===== config.mk =====
export PLATFORM = sky130hd
export DESIGN_NAME = execute_flat
export DESIGN_NICKNAME = d
export VERILOG_FILES = /design/src/procPkg.sv /design/src/pipeIf.sv /design/src/execute.sv /design/src/flat_wrapper.sv
export SDC_FILE = /design/constraint.sdc
export NUM_CORES = 1
export LEC_CHECK = 0
export BUFFER_PORTS_ARGS = -buffer_cell sky130_fd_sc_hd__buf_2
export CAP_MARGIN = 30
export CORE_MARGIN = 3
export CORE_UTILIZATION = 30
export DETAILED_ROUTE_END_ITERATION = 10
export GPL_TIMING_DRIVEN = 0
export PLACE_DENSITY_LB_ADDON = 0.1
export SYNTH_ARGS = -nofsm -noshare
export SYNTH_HDL_FRONTEND = slang
export SYNTH_SLANG_ARGS = --single-unit
export TNS_END_PERCENT = 50

===== constraint.sdc =====
create_clock -name clk -period 5.1 [get_ports clk]
set_clock_uncertainty 0.15 [all_clocks]
set_input_delay 0 -clock clk [delete_from_list [all_inputs] [get_ports clk]]
set_output_delay 0 -clock clk [all_outputs]
set_load 0.02 [all_outputs]

===== src/program.hex =====
// one 16-bit instruction per line, line order is the word address
// bits 15:12 opcode, 11:9 rd, 8:6 rs, 5:3 rt or 5:0 signed imm
5205 // 0  addi r1, r0, 5
5443 // 1  addi r2, r1, 3
1650 // 2  add  r3, r1, r2
28C8 // 3  sub  r4, r3, r1
4B10 // 4  xor  r5, r4, r2
3CD0 // 5  and  r6, r3, r2
7642 // 6  st   r3, 2(r1)
6E42 // 7  ld   r7, 2(r1)
13F8 // 8  add  r1, r7, r7
7300 // 9  st   r1, 0(r4)
8A02 // 10 beqz r5, +2 taken
F000 // 11 illegal, wrong path
5201 // 12 addi r1, r0, 1, wrong path
6500 // 13 ld   r2, 0(r4)
9401 // 14 bnez r2, +1 taken
5C07 // 15 addi r6, r0, 7, wrong path
8C03 // 16 beqz r6, +3 not taken
9A03 // 17 bnez r5, +3 not taken
5B7F // 18 addi r5, r5, -1
9A01 // 19 bnez r5, +1 taken
A000 // 20 illegal, wrong path
2770 // 21 sub  r3, r5, r6
10D8 // 22 add  r0, r3, r3
0000 // 23 halt


===== src/procPkg.sv =====
package procPkg;

  typedef logic [15:0] word_t;
  typedef logic [2:0]  regIdx_t;
  typedef logic [7:0]  addr_t;

  // instruction bits 15:12, codes 10 to 15 are illegal
  typedef enum logic [3:0] {
    OpHalt = 4'd0,
    OpAdd  = 4'd1,
    OpSub  = 4'd2,
    OpAnd  = 4'd3,
    OpXor  = 4'd4,
    OpAddi = 4'd5,
    OpLd   = 4'd6,
    OpSt   = 4'd7,
    OpBeqz = 4'd8,
    OpBnez = 4'd9
  } opcode_t;

  localparam int MemWords = 256;
  localparam string ProgramFile = "/design/src/program.hex";

  // operand forwarding selects
  localparam logic [1:0] FwdReg = 2'd0;
  localparam logic [1:0] FwdEx  = 2'd1;
  localparam logic [1:0] FwdWb  = 2'd2;

  function automatic word_t immExt(word_t instr);
    return {{10{instr[5]}}, instr[5:0]};
  endfunction

  // first read port, r0 when the opcode has no rs operand
  function automatic regIdx_t srcRs(word_t instr);
    case (opcode_t'(instr[15:12]))
      OpAdd, OpSub, OpAnd, OpXor, OpAddi, OpLd, OpSt: return instr[8:6];
      default: return '0;
    endcase
  endfunction

  // second read port, ST and the branches read rd here
  function automatic regIdx_t srcRt(word_t instr);
    case (opcode_t'(instr[15:12]))
      OpAdd, OpSub, OpAnd, OpXor: return instr[5:3];
      OpSt, OpBeqz, OpBnez: return instr[11:9];
      default: return '0;
    endcase
  endfunction

endpackage

===== src/pipeIf.sv =====
// decode/execute register
interface idExIf;
  import procPkg::*;

  logic    valid;
  opcode_t op;
  regIdx_t rd;
  regIdx_t rs;
  regIdx_t rt;
  word_t   rsVal;
  word_t   rtVal;
  word_t   imm;
  addr_t   pc;
  logic    regWrite;
  logic    isLoad;

  modport driver (output valid, op, rd, rs, rt, rsVal, rtVal, imm, pc, regWrite, isLoad);
  modport reader (input valid, op, rd, rs, rt, rsVal, rtVal, imm, pc, regWrite, isLoad);
endinterface

// execute/memory register
interface exMemIf;
  import procPkg::*;

  logic    valid;
  regIdx_t rd;
  word_t   result;
  word_t   storeData;
  logic    regWrite;
  logic    isLoad;
  logic    isStore;
  logic    isHalt;

  modport driver (output valid, rd, result, storeData, regWrite, isLoad, isStore, isHalt);
  modport reader (input valid, rd, result, storeData, regWrite, isLoad, isStore, isHalt);
endinterface

// memory/write-back register
interface memWbIf;
  import procPkg::*;

  logic    valid;
  regIdx_t rd;
  word_t   data;
  logic    regWrite;
  logic    isHalt;

  modport driver (output valid, rd, data, regWrite, isHalt);
  modport reader (input valid, rd, data, regWrite, isHalt);
endinterface


===== src/execute.sv =====
module execute (
  input  logic           clk,
  input  logic           rstN,
  input  logic [1:0]     fwdRs,
  input  logic [1:0]     fwdRt,
  idExIf.reader          idEx,
  exMemIf.driver         exMem,
  memWbIf.reader         memWb,
  output logic           flush,
  output procPkg::addr_t branchTarget,
  output logic           err
);
  import procPkg::*;

  word_t opA;
  word_t opB;
  word_t result;
  logic  illegal;

  always_comb begin
    case (fwdRs)
      FwdEx:   opA = exMem.result;
      FwdWb:   opA = memWb.data;
      default: opA = idEx.rsVal;
    endcase
    case (fwdRt)
      FwdEx:   opB = exMem.result;
      FwdWb:   opB = memWb.data;
      default: opB = idEx.rtVal;
    endcase
  end

  // ADDI, LD and ST all use rs plus imm
  always_comb begin
    illegal = 1'b0;
    result = opA + idEx.imm;
    case (idEx.op)
      OpAdd: result = opA + opB;
      OpSub: result = opA - opB;
      OpAnd: result = opA & opB;
      OpXor: result = opA ^ opB;
      OpHalt, OpAddi, OpLd, OpSt, OpBeqz, OpBnez: illegal = 1'b0;
      default: illegal = 1'b1;
    endcase
  end

  // branch tests rd, which arrives on the rt path
  assign flush = idEx.valid &&
                 ((idEx.op == OpBeqz && opB == '0) || (idEx.op == OpBnez && opB != '0));
  assign branchTarget = idEx.pc + 8'd1 + idEx.imm[7:0];
  assign err = idEx.valid && illegal;

  always_ff @(posedge clk) begin
    if (!rstN) begin
      exMem.valid <= 1'b0;
    end else begin
      exMem.valid <= idEx.valid;
    end
  end

  always_ff @(posedge clk) begin
    exMem.rd <= idEx.rd;
    exMem.result <= result;
    exMem.storeData <= opB;
    exMem.regWrite <= idEx.regWrite;
    exMem.isLoad <= idEx.isLoad;
    exMem.isStore <= (idEx.op == OpSt);
    exMem.isHalt <= (idEx.op == OpHalt);
  end

  // a taken branch leaves a bubble behind it in decode/execute
  flushBubble: assert property (@(posedge clk) disable iff (!rstN)
    flush |=> !idEx.valid);

endmodule


===== src/flat_wrapper.sv =====
// flat-port wrapper written by rule: the top's interface ports become plain ports
module execute_flat import procPkg::*;
  (clk, rstN, fwdRs, fwdRt, flush, branchTarget, err, idEx_valid, idEx_op, idEx_rd, idEx_rs, idEx_rt, idEx_rsVal, idEx_rtVal, idEx_imm, idEx_pc, idEx_regWrite, idEx_isLoad, exMem_valid, exMem_rd, exMem_result, exMem_storeData, exMem_regWrite, exMem_isLoad, exMem_isStore, exMem_isHalt, memWb_valid, memWb_rd, memWb_data, memWb_regWrite, memWb_isHalt);
  idExIf idEx_i ();
  exMemIf exMem_i ();
  memWbIf memWb_i ();
  input  logic clk;
  input  logic rstN;
  input  logic [1:0] fwdRs;
  input  logic [1:0] fwdRt;
  output logic flush;
  output procPkg::addr_t branchTarget;
  output logic err;
  input wire logic [$bits(idEx_i.valid)-1:0] idEx_valid;
  input wire logic [$bits(idEx_i.op)-1:0] idEx_op;
  input wire logic [$bits(idEx_i.rd)-1:0] idEx_rd;
  input wire logic [$bits(idEx_i.rs)-1:0] idEx_rs;
  input wire logic [$bits(idEx_i.rt)-1:0] idEx_rt;
  input wire logic [$bits(idEx_i.rsVal)-1:0] idEx_rsVal;
  input wire logic [$bits(idEx_i.rtVal)-1:0] idEx_rtVal;
  input wire logic [$bits(idEx_i.imm)-1:0] idEx_imm;
  input wire logic [$bits(idEx_i.pc)-1:0] idEx_pc;
  input wire logic [$bits(idEx_i.regWrite)-1:0] idEx_regWrite;
  input wire logic [$bits(idEx_i.isLoad)-1:0] idEx_isLoad;
  output wire logic [$bits(exMem_i.valid)-1:0] exMem_valid;
  output wire logic [$bits(exMem_i.rd)-1:0] exMem_rd;
  output wire logic [$bits(exMem_i.result)-1:0] exMem_result;
  output wire logic [$bits(exMem_i.storeData)-1:0] exMem_storeData;
  output wire logic [$bits(exMem_i.regWrite)-1:0] exMem_regWrite;
  output wire logic [$bits(exMem_i.isLoad)-1:0] exMem_isLoad;
  output wire logic [$bits(exMem_i.isStore)-1:0] exMem_isStore;
  output wire logic [$bits(exMem_i.isHalt)-1:0] exMem_isHalt;
  input wire logic [$bits(memWb_i.valid)-1:0] memWb_valid;
  input wire logic [$bits(memWb_i.rd)-1:0] memWb_rd;
  input wire logic [$bits(memWb_i.data)-1:0] memWb_data;
  input wire logic [$bits(memWb_i.regWrite)-1:0] memWb_regWrite;
  input wire logic [$bits(memWb_i.isHalt)-1:0] memWb_isHalt;
  assign idEx_i.valid = idEx_valid;
  assign idEx_i.op = idEx_op;
  assign idEx_i.rd = idEx_rd;
  assign idEx_i.rs = idEx_rs;
  assign idEx_i.rt = idEx_rt;
  assign idEx_i.rsVal = idEx_rsVal;
  assign idEx_i.rtVal = idEx_rtVal;
  assign idEx_i.imm = idEx_imm;
  assign idEx_i.pc = idEx_pc;
  assign idEx_i.regWrite = idEx_regWrite;
  assign idEx_i.isLoad = idEx_isLoad;
  assign exMem_valid = exMem_i.valid;
  assign exMem_rd = exMem_i.rd;
  assign exMem_result = exMem_i.result;
  assign exMem_storeData = exMem_i.storeData;
  assign exMem_regWrite = exMem_i.regWrite;
  assign exMem_isLoad = exMem_i.isLoad;
  assign exMem_isStore = exMem_i.isStore;
  assign exMem_isHalt = exMem_i.isHalt;
  assign memWb_i.valid = memWb_valid;
  assign memWb_i.rd = memWb_rd;
  assign memWb_i.data = memWb_data;
  assign memWb_i.regWrite = memWb_regWrite;
  assign memWb_i.isHalt = memWb_isHalt;
  execute u_core (.clk(clk), .rstN(rstN), .fwdRs(fwdRs), .fwdRt(fwdRt), .idEx(idEx_i), .exMem(exMem_i), .memWb(memWb_i), .flush(flush), .branchTarget(branchTarget), .err(err));
endmodule

==> impl_metrics.py, run 1 <==
metrics = {
    "worst_setup_path": {
        "crit_required_ns": 5.17,
        "r2r_slack_ns": 0.45,
        "endpoint_kind": "flip-flop",
        "critPathMaxFanout": 7,
        "arrival_ns": 4.72,
        "worstReg2RegEnd": "u_core.exMem.result[15]$_DFF_P_",
        "worstSetupPathType": "flip-flop to flip-flop",
        "timing.rr.start": "u_core.exMem.result[1]$_DFF_P_",
        "crit_path_start_kind": "flip-flop",
        "reg2regPathDepth": 16,
    },
    "sta": {
        "finalMaxSlewViolations": 0,
        "setup_tns_ns": 0,
        "worst_slack_ns": 0.450,
        "hold_viol": 0,
        "relSlewSlack": 0.345,
        "setup_viol": 0,
        "period_share": 0.912,
        "grt_setup_unrepaired": "false",
        "tightest_slew_ns": 0.973,
        "period_minus_slack_ns": 4.65,
        "fin_hold_ws_ns": 0.0196,
        "fmax_mhz": 215,
    },
    "routing": {
        "antenna_left": 0,
        "totalWireLength_mm": 12.6,
        "routedWlPerCell_um": 16.8,
        "drtPass1Iterations": 5,
        "num_vias": 3961,
        "drc": 0,
        "drt_iter0_drc": 257,
        "routed_via_density": 5.32,
    },
    "placed_design": {
        "gp_congestion": 0.835,
        "place_inst": 723,
        "dpl-instance-area_mm2": 0.00445,
        "dp_hpwl_mm": 10.3,
        "portBuffers": 134,
        "place_ws_ns": 0.211,
    },
    "global_routing": {
        "antenna_found_initial": 0,
        "grt_pass1_wl_mm": 19.4,
        "grt-ovfl-total": 0,
        "grt_usage": 0.184,
        "grt_max_degree": 13,
        "first_global_vias": 3743,
    },
    "synth": {
        "yosys.area_share.simple": 0.168,
        "synth_top_family_by_area": "compound AO/OA/AOI/OAI gates",
        "synth_fp_nets": 588,
        "synthDistinctLibCells": 49,
        "synth-seq-cells": 40,
        "yosys_warnings": 0,
        "synth_compound_area_frac": 0.284,
        "avgSynthCellArea_um2": 8.04,
        "synth_edf_count": 0,
        "synthFlopType": "dfxtp_1",
        "synthCells": 444,
        "synthMuxAreaShare": 0.00596,
        "synthXorXnorAreaFrac": 0.109,
        "syn-cell-area_mm2": 0.00357,
        "ys_seq_area_frac": 0.224,
        "synth_fa_ha_area_frac": 0.158,
        "async_flop_share": 0,
    },
    "hold_path": {
        "holdPathStages": 3,
        "hold_start": "idEx_rtVal[3]",
        "whs_endpoint": "u_core.exMem.storeData[3]$_DFF_P_",
        "hp-class": "input port to flip-flop",
    },
    "clock_network": {
        "cts_buffer_depth": 2,
        "post_cts.repair.setup_buffers": 0,
        "clock_latency_ns": 0.28,
        "htreeDepth": 2,
        "cts_buffers": 5,
        "cts_root_buf": "clkbuf_16",
        "cts_sinks": 40,
        "clk_pin_slew_ns": 0.07,
        "cts_tree": "done",
    },
    "cells_and_area": {
        "diodes": 0,
        "layoutNonFillerInstCount": 745,
        "regArea_um2": 801,
        "area_delta_synth_final_pct": 33.0,
        "fillers": 1199,
        "multi_input_area_mm2": 0.00262,
        "fin_area_mm2": 0.00475,
        "drive_above_1_share": 0.267,
        "nets": 745,
    },
    "power": {
        "p_per_area_mw_per_mm2": 324,
        "power.leakage_nw": 2.19,
        "ir_drop_mv": 0.150,
    },
    "die": {
        "die-area_mm2": 0.0132,
        "fp-row-count": 39,
        "io_pins": 150,
        "start_util": 0.310,
        "die_h_um": 115,
        "core_mm2": 0.0115,
        "die_x_um": 115,
    },
    "outcome": {
        "status": "finished, final reports clean",
    },
    "flow_run": {
        "maxCapViolCount": 0,
    },
}
==> worst max path at each step <==
stage / endpoint / cells after the start / startpoint / slack, ns
2_1_floorplan: u_core.exMem.result[15]$_DFF_P_ / 16 / u_core.exMem.result[1]$_DFF_P_ / 0.97
3_3_place_gp: u_core.exMem.result[15]$_DFF_P_ / 15 / idEx_op[0] / -0.24
3_5_place_dp: u_core.exMem.result[15]$_DFF_P_ / 19 / fwdRt[0] / 0.21
4_1_cts: u_core.exMem.result[15]$_DFF_P_ / 15 / idEx_op[1] / 0.33
5_1_grt: u_core.exMem.result[15]$_DFF_P_ / 16 / u_core.exMem.result[0]$_DFF_P_ / 0.05
6_report: u_core.exMem.result[15]$_DFF_P_ / 16 / u_core.exMem.result[1]$_DFF_P_ / 0.45
==> where the power goes <==
group	switching (W)	leakage [nW]	internal (W)
Clock	0.000136	0.0766	0.000193
Combinational	0.000463	1.77	0.000295
Sequential	0.0000570	0.336	0.000396
Total	0.000656	2.19	0.000884
==> critical path: stages (launching register included) <==
cell,delay (ns)
dfxtp_1,0.34
a221oi_1,0.31
o22ai_1,0.28
or4_4,0.65
or3_1,0.31
buf_2,0.17
xor2_1,0.15
a222oi_1,0.31
ha_1,0.27
nor3_1,0.08
nand2_1,0.05
o21ai_0,0.10
o31ai_1,0.34
nor4_1,0.13
o41ai_2,0.43
xnor3_1,0.39
o21ai_1,0.13
==> logic make-up after synthesis <==
kind of cell | after synthesis
AOI/OAI and AO/OA | 152
and+or+nand+nor | 121
adders and majority gates | 44
xor gates and xnor gates | 43
buffers and inverters | 42
DFF | 40
muxes | 2
==> flip-flops by register name, summed over array words and instances (netlist names) <==
name,count
u_core.exMem.storeData,16
u_core.exMem.isStore,1
u_core.exMem.valid,1
u_core.exMem.isLoad,1
u_core.exMem.rd,3
u_core.exMem.isHalt,1
u_core.exMem.regWrite,1
u_core.exMem.result,16
==> layout by cell type, fill, tap and decap left out, types with 2 or more instances in the layout <==
master,Yosys,layout
a22o_1,7,7
a22oi_1,43,43
a31oi_1,6,6
nor2b_1,9,9
dlygate4sd3_1,0,13
nor3_1,12,12
dfxtp_1,40,40
nor4_1,6,6
o31ai_1,4,4
o22ai_1,2,2
xnor2_1,21,21
clkbuf_16,0,5
a221oi_1,5,5
buf_2,4,139
a222oi_1,8,8
or2_2,3,3
a21oi_1,13,13
inv_1,16,16
buf_6,2,2
nand2_1,44,44
and3_1,2,2
clkinv_2,0,2
ha_1,42,42
clkbuf_1,20,20
nand2b_1,4,4
or3_1,4,4
and2_1,2,2
fa_1,2,2
xor2_1,21,21
nor2_1,24,24
nor4b_1,5,3
o21ai_0,43,43
a21o_1,4,4
o21ai_1,8,8
==> timing repair <==
action	4_1_cts	5_1_grt
gates resized for setup	0	2
setup endpoints to repair	0	1
hold endpoints to repair	9	0
hold buffers	13	0
==> synthesized netlist by cell type (9+ instances only) <==
library cell,number,share of area
nand2_1,44,0.046
nor2b_1,9,0.016
nor3_1,12,0.017
o21ai_0,43,0.060
xor2_1,21,0.052
dfxtp_1,40,0.22
xnor2_1,21,0.052
a21oi_1,13,0.018
nor2_1,24,0.025
clkbuf_1,20,0.021
ha_1,42,0.15
inv_1,16,0.017
a22oi_1,43,0.090
==> stage by stage <==
step,util,power (W)
floorplan,-,0.000944
global placement,0.384,0.00120
detailed placement,0.386,0.00120
CTS,0.410,0.00154
global route,0.412,0.00165
finish,0.412,0.00154
==> layer usage <==
metal | global-route usage | share of wire | up-vias
li1 | - | - | 1966
met1 | 0.269 | 0.48 | 1819
met2 | 0.285 | 0.44 | 168
met3 | 0.0289 | 0.067 | 8
met4 | 0.0415 | 0.0084 | 0
met5 | 0 | 0 | -
==> area by class of cell <==
| cell class | count | area share |
|---|---|---|
| Buffer | 26 | 0.0248 |
| Inverter | 16 | 0.0126 |
| Timing Repair Buffer | 150 | 0.173 |
| Multi-Input combinational cell | 362 | 0.552 |
| Clock buffer | 6 | 0.0292 |
| Sequential cell | 40 | 0.169 |
| Clock inverter | 2 | 0.00211 |
| Tap cell | 143 | 0.0377 |
Note: power is estimated with default switching activity, not from simulation.
==> run 2: changes to the inputs <==
CTS_CLUSTER_DIAMETER = 200   (was not set)
clock period = 4.1 ns   (was 5.1 ns; I/O delays follow)
==> run 2 against run 1 <==
Effect of this change:
- the flow now finishes with violations (hold timing)
- global-route usage grew 0.62 points
- critical path depth shrank 2
- die area is the same
- first-iteration DRC count grew 23%
- setup slack lost 0.35 ns
- flip-flop and latch count is the same
- final cell count grew 1.5%
- combinational power grew 33%
- via count grew 1.1%
==> impl_metrics.py, run 2 (synthesized netlist as in run 1, its figures left out) <==
metrics = {
    "placed_design": {
        "place_inst": 723,
        "portBuffers": 134,
        "dp_hpwl_mm": 10.3,
        "gp_congestion": 0.815,
    },
    "worst_setup_path": {
        "reg2regPathDepth": 14,
        "slowest_stage": "or4_4",
        "slowest_delay_ns": 0.58,
        "timing.rr.start": "u_core.exMem.result[1]$_DFF_P_",
        "arrival_ns": 4.06,
        "crit_required_ns": 4.16,
        "path_cells": "a221oi_4 -> o22ai_2 -> or4_4 -> or3_4 -> nor2_4 -> xnor2_1 -> a222oi_1 -> ha_1 -> buf_4 -> a21o_1 -> a22o_1 -> a211o_1 -> and3_1 -> o31ai_1",
        "r2r_slack_ns": 0.10,
        "worstSetupPathType": "flip-flop to flip-flop",
        "endpoint_kind": "flip-flop",
        "worstReg2RegEnd": "u_core.exMem.result[14]$_DFF_P_",
        "crit_path_start_kind": "flip-flop",
        "critPathMaxFanout": 7,
    },
    "sta": {
        "fin_hold_ws_ns": -0.00184,
        "setup_viol": 0,
        "finalMaxSlewViolations": 0,
        "period_minus_slack_ns": 4.00,
        "hold_viol": 1,
        "grt_setup_unrepaired": "true",
        "tightest_slew_ns": 0.801,
        "period_share": 0.975,
        "fmax_mhz": 250,
        "setup_tns_ns": 0,
        "relSlewSlack": 0.461,
    },
    "clock_network": {
        "cts_buffer_depth": 2,
        "cts_buffers": 5,
        "htreeDepth": 2,
        "clk_pin_slew_ns": 0.07,
        "clock_latency_ns": 0.29,
        "cts_root_buf": "clkbuf_16",
        "cts_sinks": 40,
        "cts_tree": "done",
    },
    "routing": {
        "drt_iter0_drc": 316,
        "drc": 0,
        "antenna_left": 0,
        "totalWireLength_mm": 13.0,
        "routedWlPerCell_um": 17.2,
        "drtPass1Iterations": 5,
        "num_vias": 4005,
        "routed_via_density": 5.30,
    },
    "power": {
        "sw_frac_of_total": 0.432,
        "p_per_area_mw_per_mm2": 395,
        "p_comb_frac": 0.509,
        "p_clk_frac": 0.201,
        "ir_drop_mv": 0.158,
        "intPower_w": 0.00112,
        "pwr-share-seq": 0.289,
        "p_sw_w": 0.000854,
        "power.leakage_nw": 2.28,
        "p_total_w": 0.00198,
    },
    "die": {
        "die_h_um": 115,
        "fp-row-count": 39,
        "start_util": 0.310,
        "die_x_um": 115,
        "die-area_mm2": 0.0132,
        "core_mm2": 0.0115,
        "io_pins": 150,
    },
    "hold_path": {
        "whs_endpoint": "u_core.exMem.storeData[3]$_DFF_P_",
        "holdPathStages": 3,
        "hp-class": "input port to flip-flop",
        "hold_start": "idEx_rtVal[3]",
    },
    "global_routing": {
        "grt_max_degree": 14,
        "antenna_found_initial": 0,
        "grtUsageMet2": 0.308,
        "gr-usage-met3": 0.0321,
        "gr-usage-met1": 0.264,
        "first_global_vias": 3916,
        "grt-ovfl-total": 0,
        "top_usage_layer": "met2",
        "grt_pass1_wl_mm": 20.1,
        "grt_usage": 0.190,
    },
    "cells_and_area": {
        "nets": 756,
        "drive_above_1_share": 0.316,
        "layoutNonFillerInstCount": 756,
        "diodes": 0,
        "final_common_cell": "buf_2",
        "area_delta_synth_final_pct": 40.2,
        "reg.largest.list": "u_core.exMem.result (16), u_core.exMem.storeData (16), u_core.exMem.rd (3)",
        "final_cell_mix": "buf_2 (137), nand2_1 (44), a22oi_1 (43)",
    },
    "outcome": {
        "status": "finished, violations left",
        "violations": "hold timing",
    },
    "flow_run": {
        "maxCapViolCount": 0,
    },
}
run 2: per-layer routing:
metal | vias up | share of wire
met5 | - | 0
met4 | 0 | 0.010
met3 | 11 | 0.077
met2 | 173 | 0.44
met1 | 1829 | 0.47
li1 | 1992 | -
run 2: critical path, delay by kind of cell (launching register included):
family / cells / cell delay [ns]
buffers and inverters: 1 / 0.16
flip-flops: 1 / 0.36
XOR/XNOR: 1 / 0.06
AND/OR/NAND/NOR: 4 / 1.26
AO/OA/AOI/OAI: 7 / 1.60
adder cells (fa/ha/maj): 1 / 0.34
run 2: layout make-up:
cell class                 instances  area (um2)
buffer                            25         119
timing repair buffer             162         918
multi-input combinational        362        2780
tap                              143         179
sequential                        40         807
clock inverter                     3        18.8
inverter                          16        60.1
clock buffer                       5         125
fill                            1186        6510
run 2: what timing repair did:
action,in CTS,in global routing
resized for setup,23,19
pin swaps,9,16
hold endpoints to repair,11,2
hold buffers,14,2
setup endpoints to repair,3,4
buffers inserted,7,3
run 2: power groups by stage:
stage               clock, W  sequential (W)  combinational, W
floorplan                  0        0.000684          0.000490
global placement           0        0.000569          0.000918
detailed placement         0        0.000567          0.000929
CTS                 0.000411        0.000563          0.000977
global route        0.000423        0.000583           0.00111
finish              0.000398        0.000572           0.00101
run 2: stage by stage:
step / setup WS, ns / utilization / area [um2]
global placement: -1.08 / 0.384 / 4420
finish: 0.102 / 0.435 / 5010
detailed placement: -0.701 / 0.386 / 4450
floorplan: 0.0785 / - / 3570
CTS: -0.0352 / 0.424 / 4890
global route: -0.0935 / 0.435 / 5010
run 2: worst max path at each step:
stage | start | to | cells past startpoint
after detailed placement | fwdRt[0] | u_core.exMem.result[15]$_DFF_P_ | 19
after floorplan | u_core.exMem.result[1]$_DFF_P_ | u_core.exMem.result[15]$_DFF_P_ | 16
after global placement | idEx_op[1] | u_core.exMem.result[15]$_DFF_P_ | 15
after CTS | u_core.exMem.result[2]$_DFF_P_ | u_core.exMem.result[15]$_DFF_P_ | 16
final | u_core.exMem.result[1]$_DFF_P_ | u_core.exMem.result[14]$_DFF_P_ | 14
after global routing | u_core.exMem.result[1]$_DFF_P_ | u_core.exMem.result[14]$_DFF_P_ | 14
==> run 3: changes to the inputs <==
CORE_MARGIN = 10   (was 3)
CTS_CLUSTER_DIAMETER = not set   (was 200)
==> run 3 against run 2 <==
Effect of this change:
- the run still ends with hold timing left
- critical path depth increased by 2
- register-to-register slack got worse by 0.09 ns
- combinational power about the same
- non-clock buffer count increased by 1
- routed wire length increased by 7.4%
- clock-buffer cell count unchanged
- critical path type unchanged
==> impl_metrics.py, run 3 (synthesized netlist as in run 1, its figures left out) <==
metrics = {
    "outcome": {
        "status": "finished, violations left",
        "violations": "hold timing",
    },
    "sta": {
        "setup_viol": 0,
        "period_minus_slack_ns": 4.09,
        "fin_hold_ws_ns": -0.00146,
        "hold_viol": 1,
        "period_share": 0.997,
        "relSlewSlack": 0.454,
        "finalMaxSlewViolations": 0,
        "fmax_mhz": 245,
        "worst_slack_ns": 0.0139,
        "tightest_slew_ns": 0.810,
        "grt_setup_unrepaired": "true",
    },
    "worst_setup_path": {
        "slowest_stage": "or4_4",
        "timing.rr.start": "u_core.exMem.result[3]$_DFF_P_",
        "crit_path_start_kind": "flip-flop",
        "worstReg2RegEnd": "u_core.exMem.result[15]$_DFF_P_",
        "reg2regPathDepth": 16,
        "critPathMaxFanout": 7,
        "slowest_delay_ns": 0.56,
        "path_cells": "a221oi_4 -> o22ai_2 -> or4_4 -> or3_1 -> buf_4 -> xor2_1 -> a222oi_1 -> ha_2 -> nor3_1 -> nand2_1 -> nor3_2 -> o31ai_2 -> nor4_2 -> o41ai_2 -> xnor3_1 -> o21ai_1",
        "crit_required_ns": 4.18,
        "critPathBufInv": 1,
        "arrival_ns": 4.17,
        "r2r_slack_ns": 0.01,
        "worstSetupPathType": "flip-flop to flip-flop",
        "endpoint_kind": "flip-flop",
        "crit_family": "compound AO/OA/AOI/OAI gates",
    },
    "die": {
        "start_util": 0.310,
        "io_pins": 150,
        "die-area_mm2": 0.0167,
        "die_h_um": 129,
        "core_mm2": 0.0115,
        "fp-row-count": 39,
        "die_x_um": 129,
    },
    "routing": {
        "routedWlPerCell_um": 18.4,
        "drc": 0,
        "drt_iter0_drc": 263,
        "routed_via_density": 5.31,
        "num_vias": 4023,
        "totalWireLength_mm": 14.0,
        "drtPass1Iterations": 5,
        "antenna_left": 0,
    },
    "hold_path": {
        "hp-class": "input port to flip-flop",
        "holdPathStages": 3,
        "hold_start": "idEx_rtVal[10]",
        "whs_endpoint": "u_core.exMem.storeData[10]$_DFF_P_",
    },
    "clock_network": {
        "clock_latency_ns": 0.29,
        "cts_buffer_depth": 2,
        "htreeDepth": 2,
        "cts_tree": "done",
        "cts_root_buf": "clkbuf_16",
        "cts_sinks": 40,
        "clk_pin_slew_ns": 0.07,
        "cts_buffers": 5,
    },
    "cells_and_area": {
        "multi_input_area_mm2": 0.00274,
        "layoutNonFillerInstCount": 757,
        "area_delta_synth_final_pct": 39.7,
        "reg.largest.list": "u_core.exMem.result (16), u_core.exMem.storeData (16), u_core.exMem.rd (3)",
        "diodes": 0,
        "final_common_cell": "buf_2",
        "final_cell_mix": "buf_2 (137), nand2_1 (44), a22oi_1 (43)",
        "regArea_um2": 803,
        "fin_util": 0.433,
        "drive_above_1_share": 0.308,
        "nets": 757,
        "fillers": 1218,
    },
    "power": {
        "ir_drop_mv": 0.162,
        "p_per_area_mw_per_mm2": 409,
        "p_total_w": 0.00204,
        "power.leakage_nw": 2.29,
    },
    "global_routing": {
        "grt_usage": 0.160,
        "grt_pass1_wl_mm": 21.4,
        "grt-ovfl-total": 0,
        "first_global_vias": 4112,
        "grt_max_degree": 14,
        "antenna_found_initial": 0,
    },
    "placed_design": {
        "portBuffers": 134,
        "dp_hpwl_mm": 11.3,
        "gp_congestion": 0.823,
        "place_inst": 723,
        "place_ws_ns": -0.696,
    },
    "flow_run": {
        "maxCapViolCount": 0,
    },
}
run 3: cell type report:
| type | instances | area share |
|---|---|---|
| Clock inverter | 3 | 0.00853 |
| Tap cell | 143 | 0.0359 |
| Buffer | 26 | 0.0253 |
| Multi-Input combinational cell | 362 | 0.549 |
| Sequential cell | 40 | 0.161 |
| Clock buffer | 5 | 0.0251 |
| Timing Repair Buffer | 162 | 0.183 |
| Inverter | 16 | 0.0120 |
run 3: worst max-delay path by stage:
stage / start / endpoint / depth (start not counted)
finish: u_core.exMem.result[3]$_DFF_P_ / u_core.exMem.result[15]$_DFF_P_ / 16
global route: u_core.exMem.result[3]$_DFF_P_ / u_core.exMem.result[15]$_DFF_P_ / 16
CTS: u_core.exMem.result[2]$_DFF_P_ / u_core.exMem.result[15]$_DFF_P_ / 16
detailed placement: fwdRt[0] / u_core.exMem.result[15]$_DFF_P_ / 20
global placement: idEx_op[0] / u_core.exMem.result[15]$_DFF_P_ / 15
floorplan: u_core.exMem.result[1]$_DFF_P_ / u_core.exMem.result[15]$_DFF_P_ / 16
run 3: worst reg2reg max path, delay by kind of cell, from the launching register on:
kind                     cells  cell delay [ns]
AO/OA/AOI/OAI                6             1.47
XOR/XNOR                     2             0.42
adder cells (fa/ha/maj)      1             0.29
buffers and inverters        1             0.17
flip-flops                   1             0.35
AND/OR/NAND/NOR              6             1.17
run 3: timing repair:
item,in CTS,in global routing
buffers inserted,5,7
endpoints found under the setup margin,4,7
pin swaps,9,6
gates resized for setup,20,11
hold endpoints to repair,9,1
hold buffers,13,1
run 3: routing by layer:
layer / global-route usage / vias up / routed length, um
met5: 0 / - / 0
met4: 0.0375 / 0 / 135
met3: 0.0457 / 7 / 1240
met2: 0.258 / 176 / 6080
met1: 0.205 / 1850 / 6510
li1: - / 1990 / -
run 3: metrics by stage:
stage	cell area [um2]	TNS, ns
6_report	4990	0
3_5_place_dp	4450	-2.04
5_1_grt	4990	-0.236
4_1_cts	4880	-0.0688
3_3_place_gp	4420	-6.92
2_1_floorplan	3570	0
run 3: power by group:
part	internal [W]	total [W]	switching [W]
sequential	0.000495	0.000573	0.0000782
clock	0.000287	0.000466	0.000180
combinational	0.000393	0.000998	0.000605
total	0.00118	0.00204	0.000863
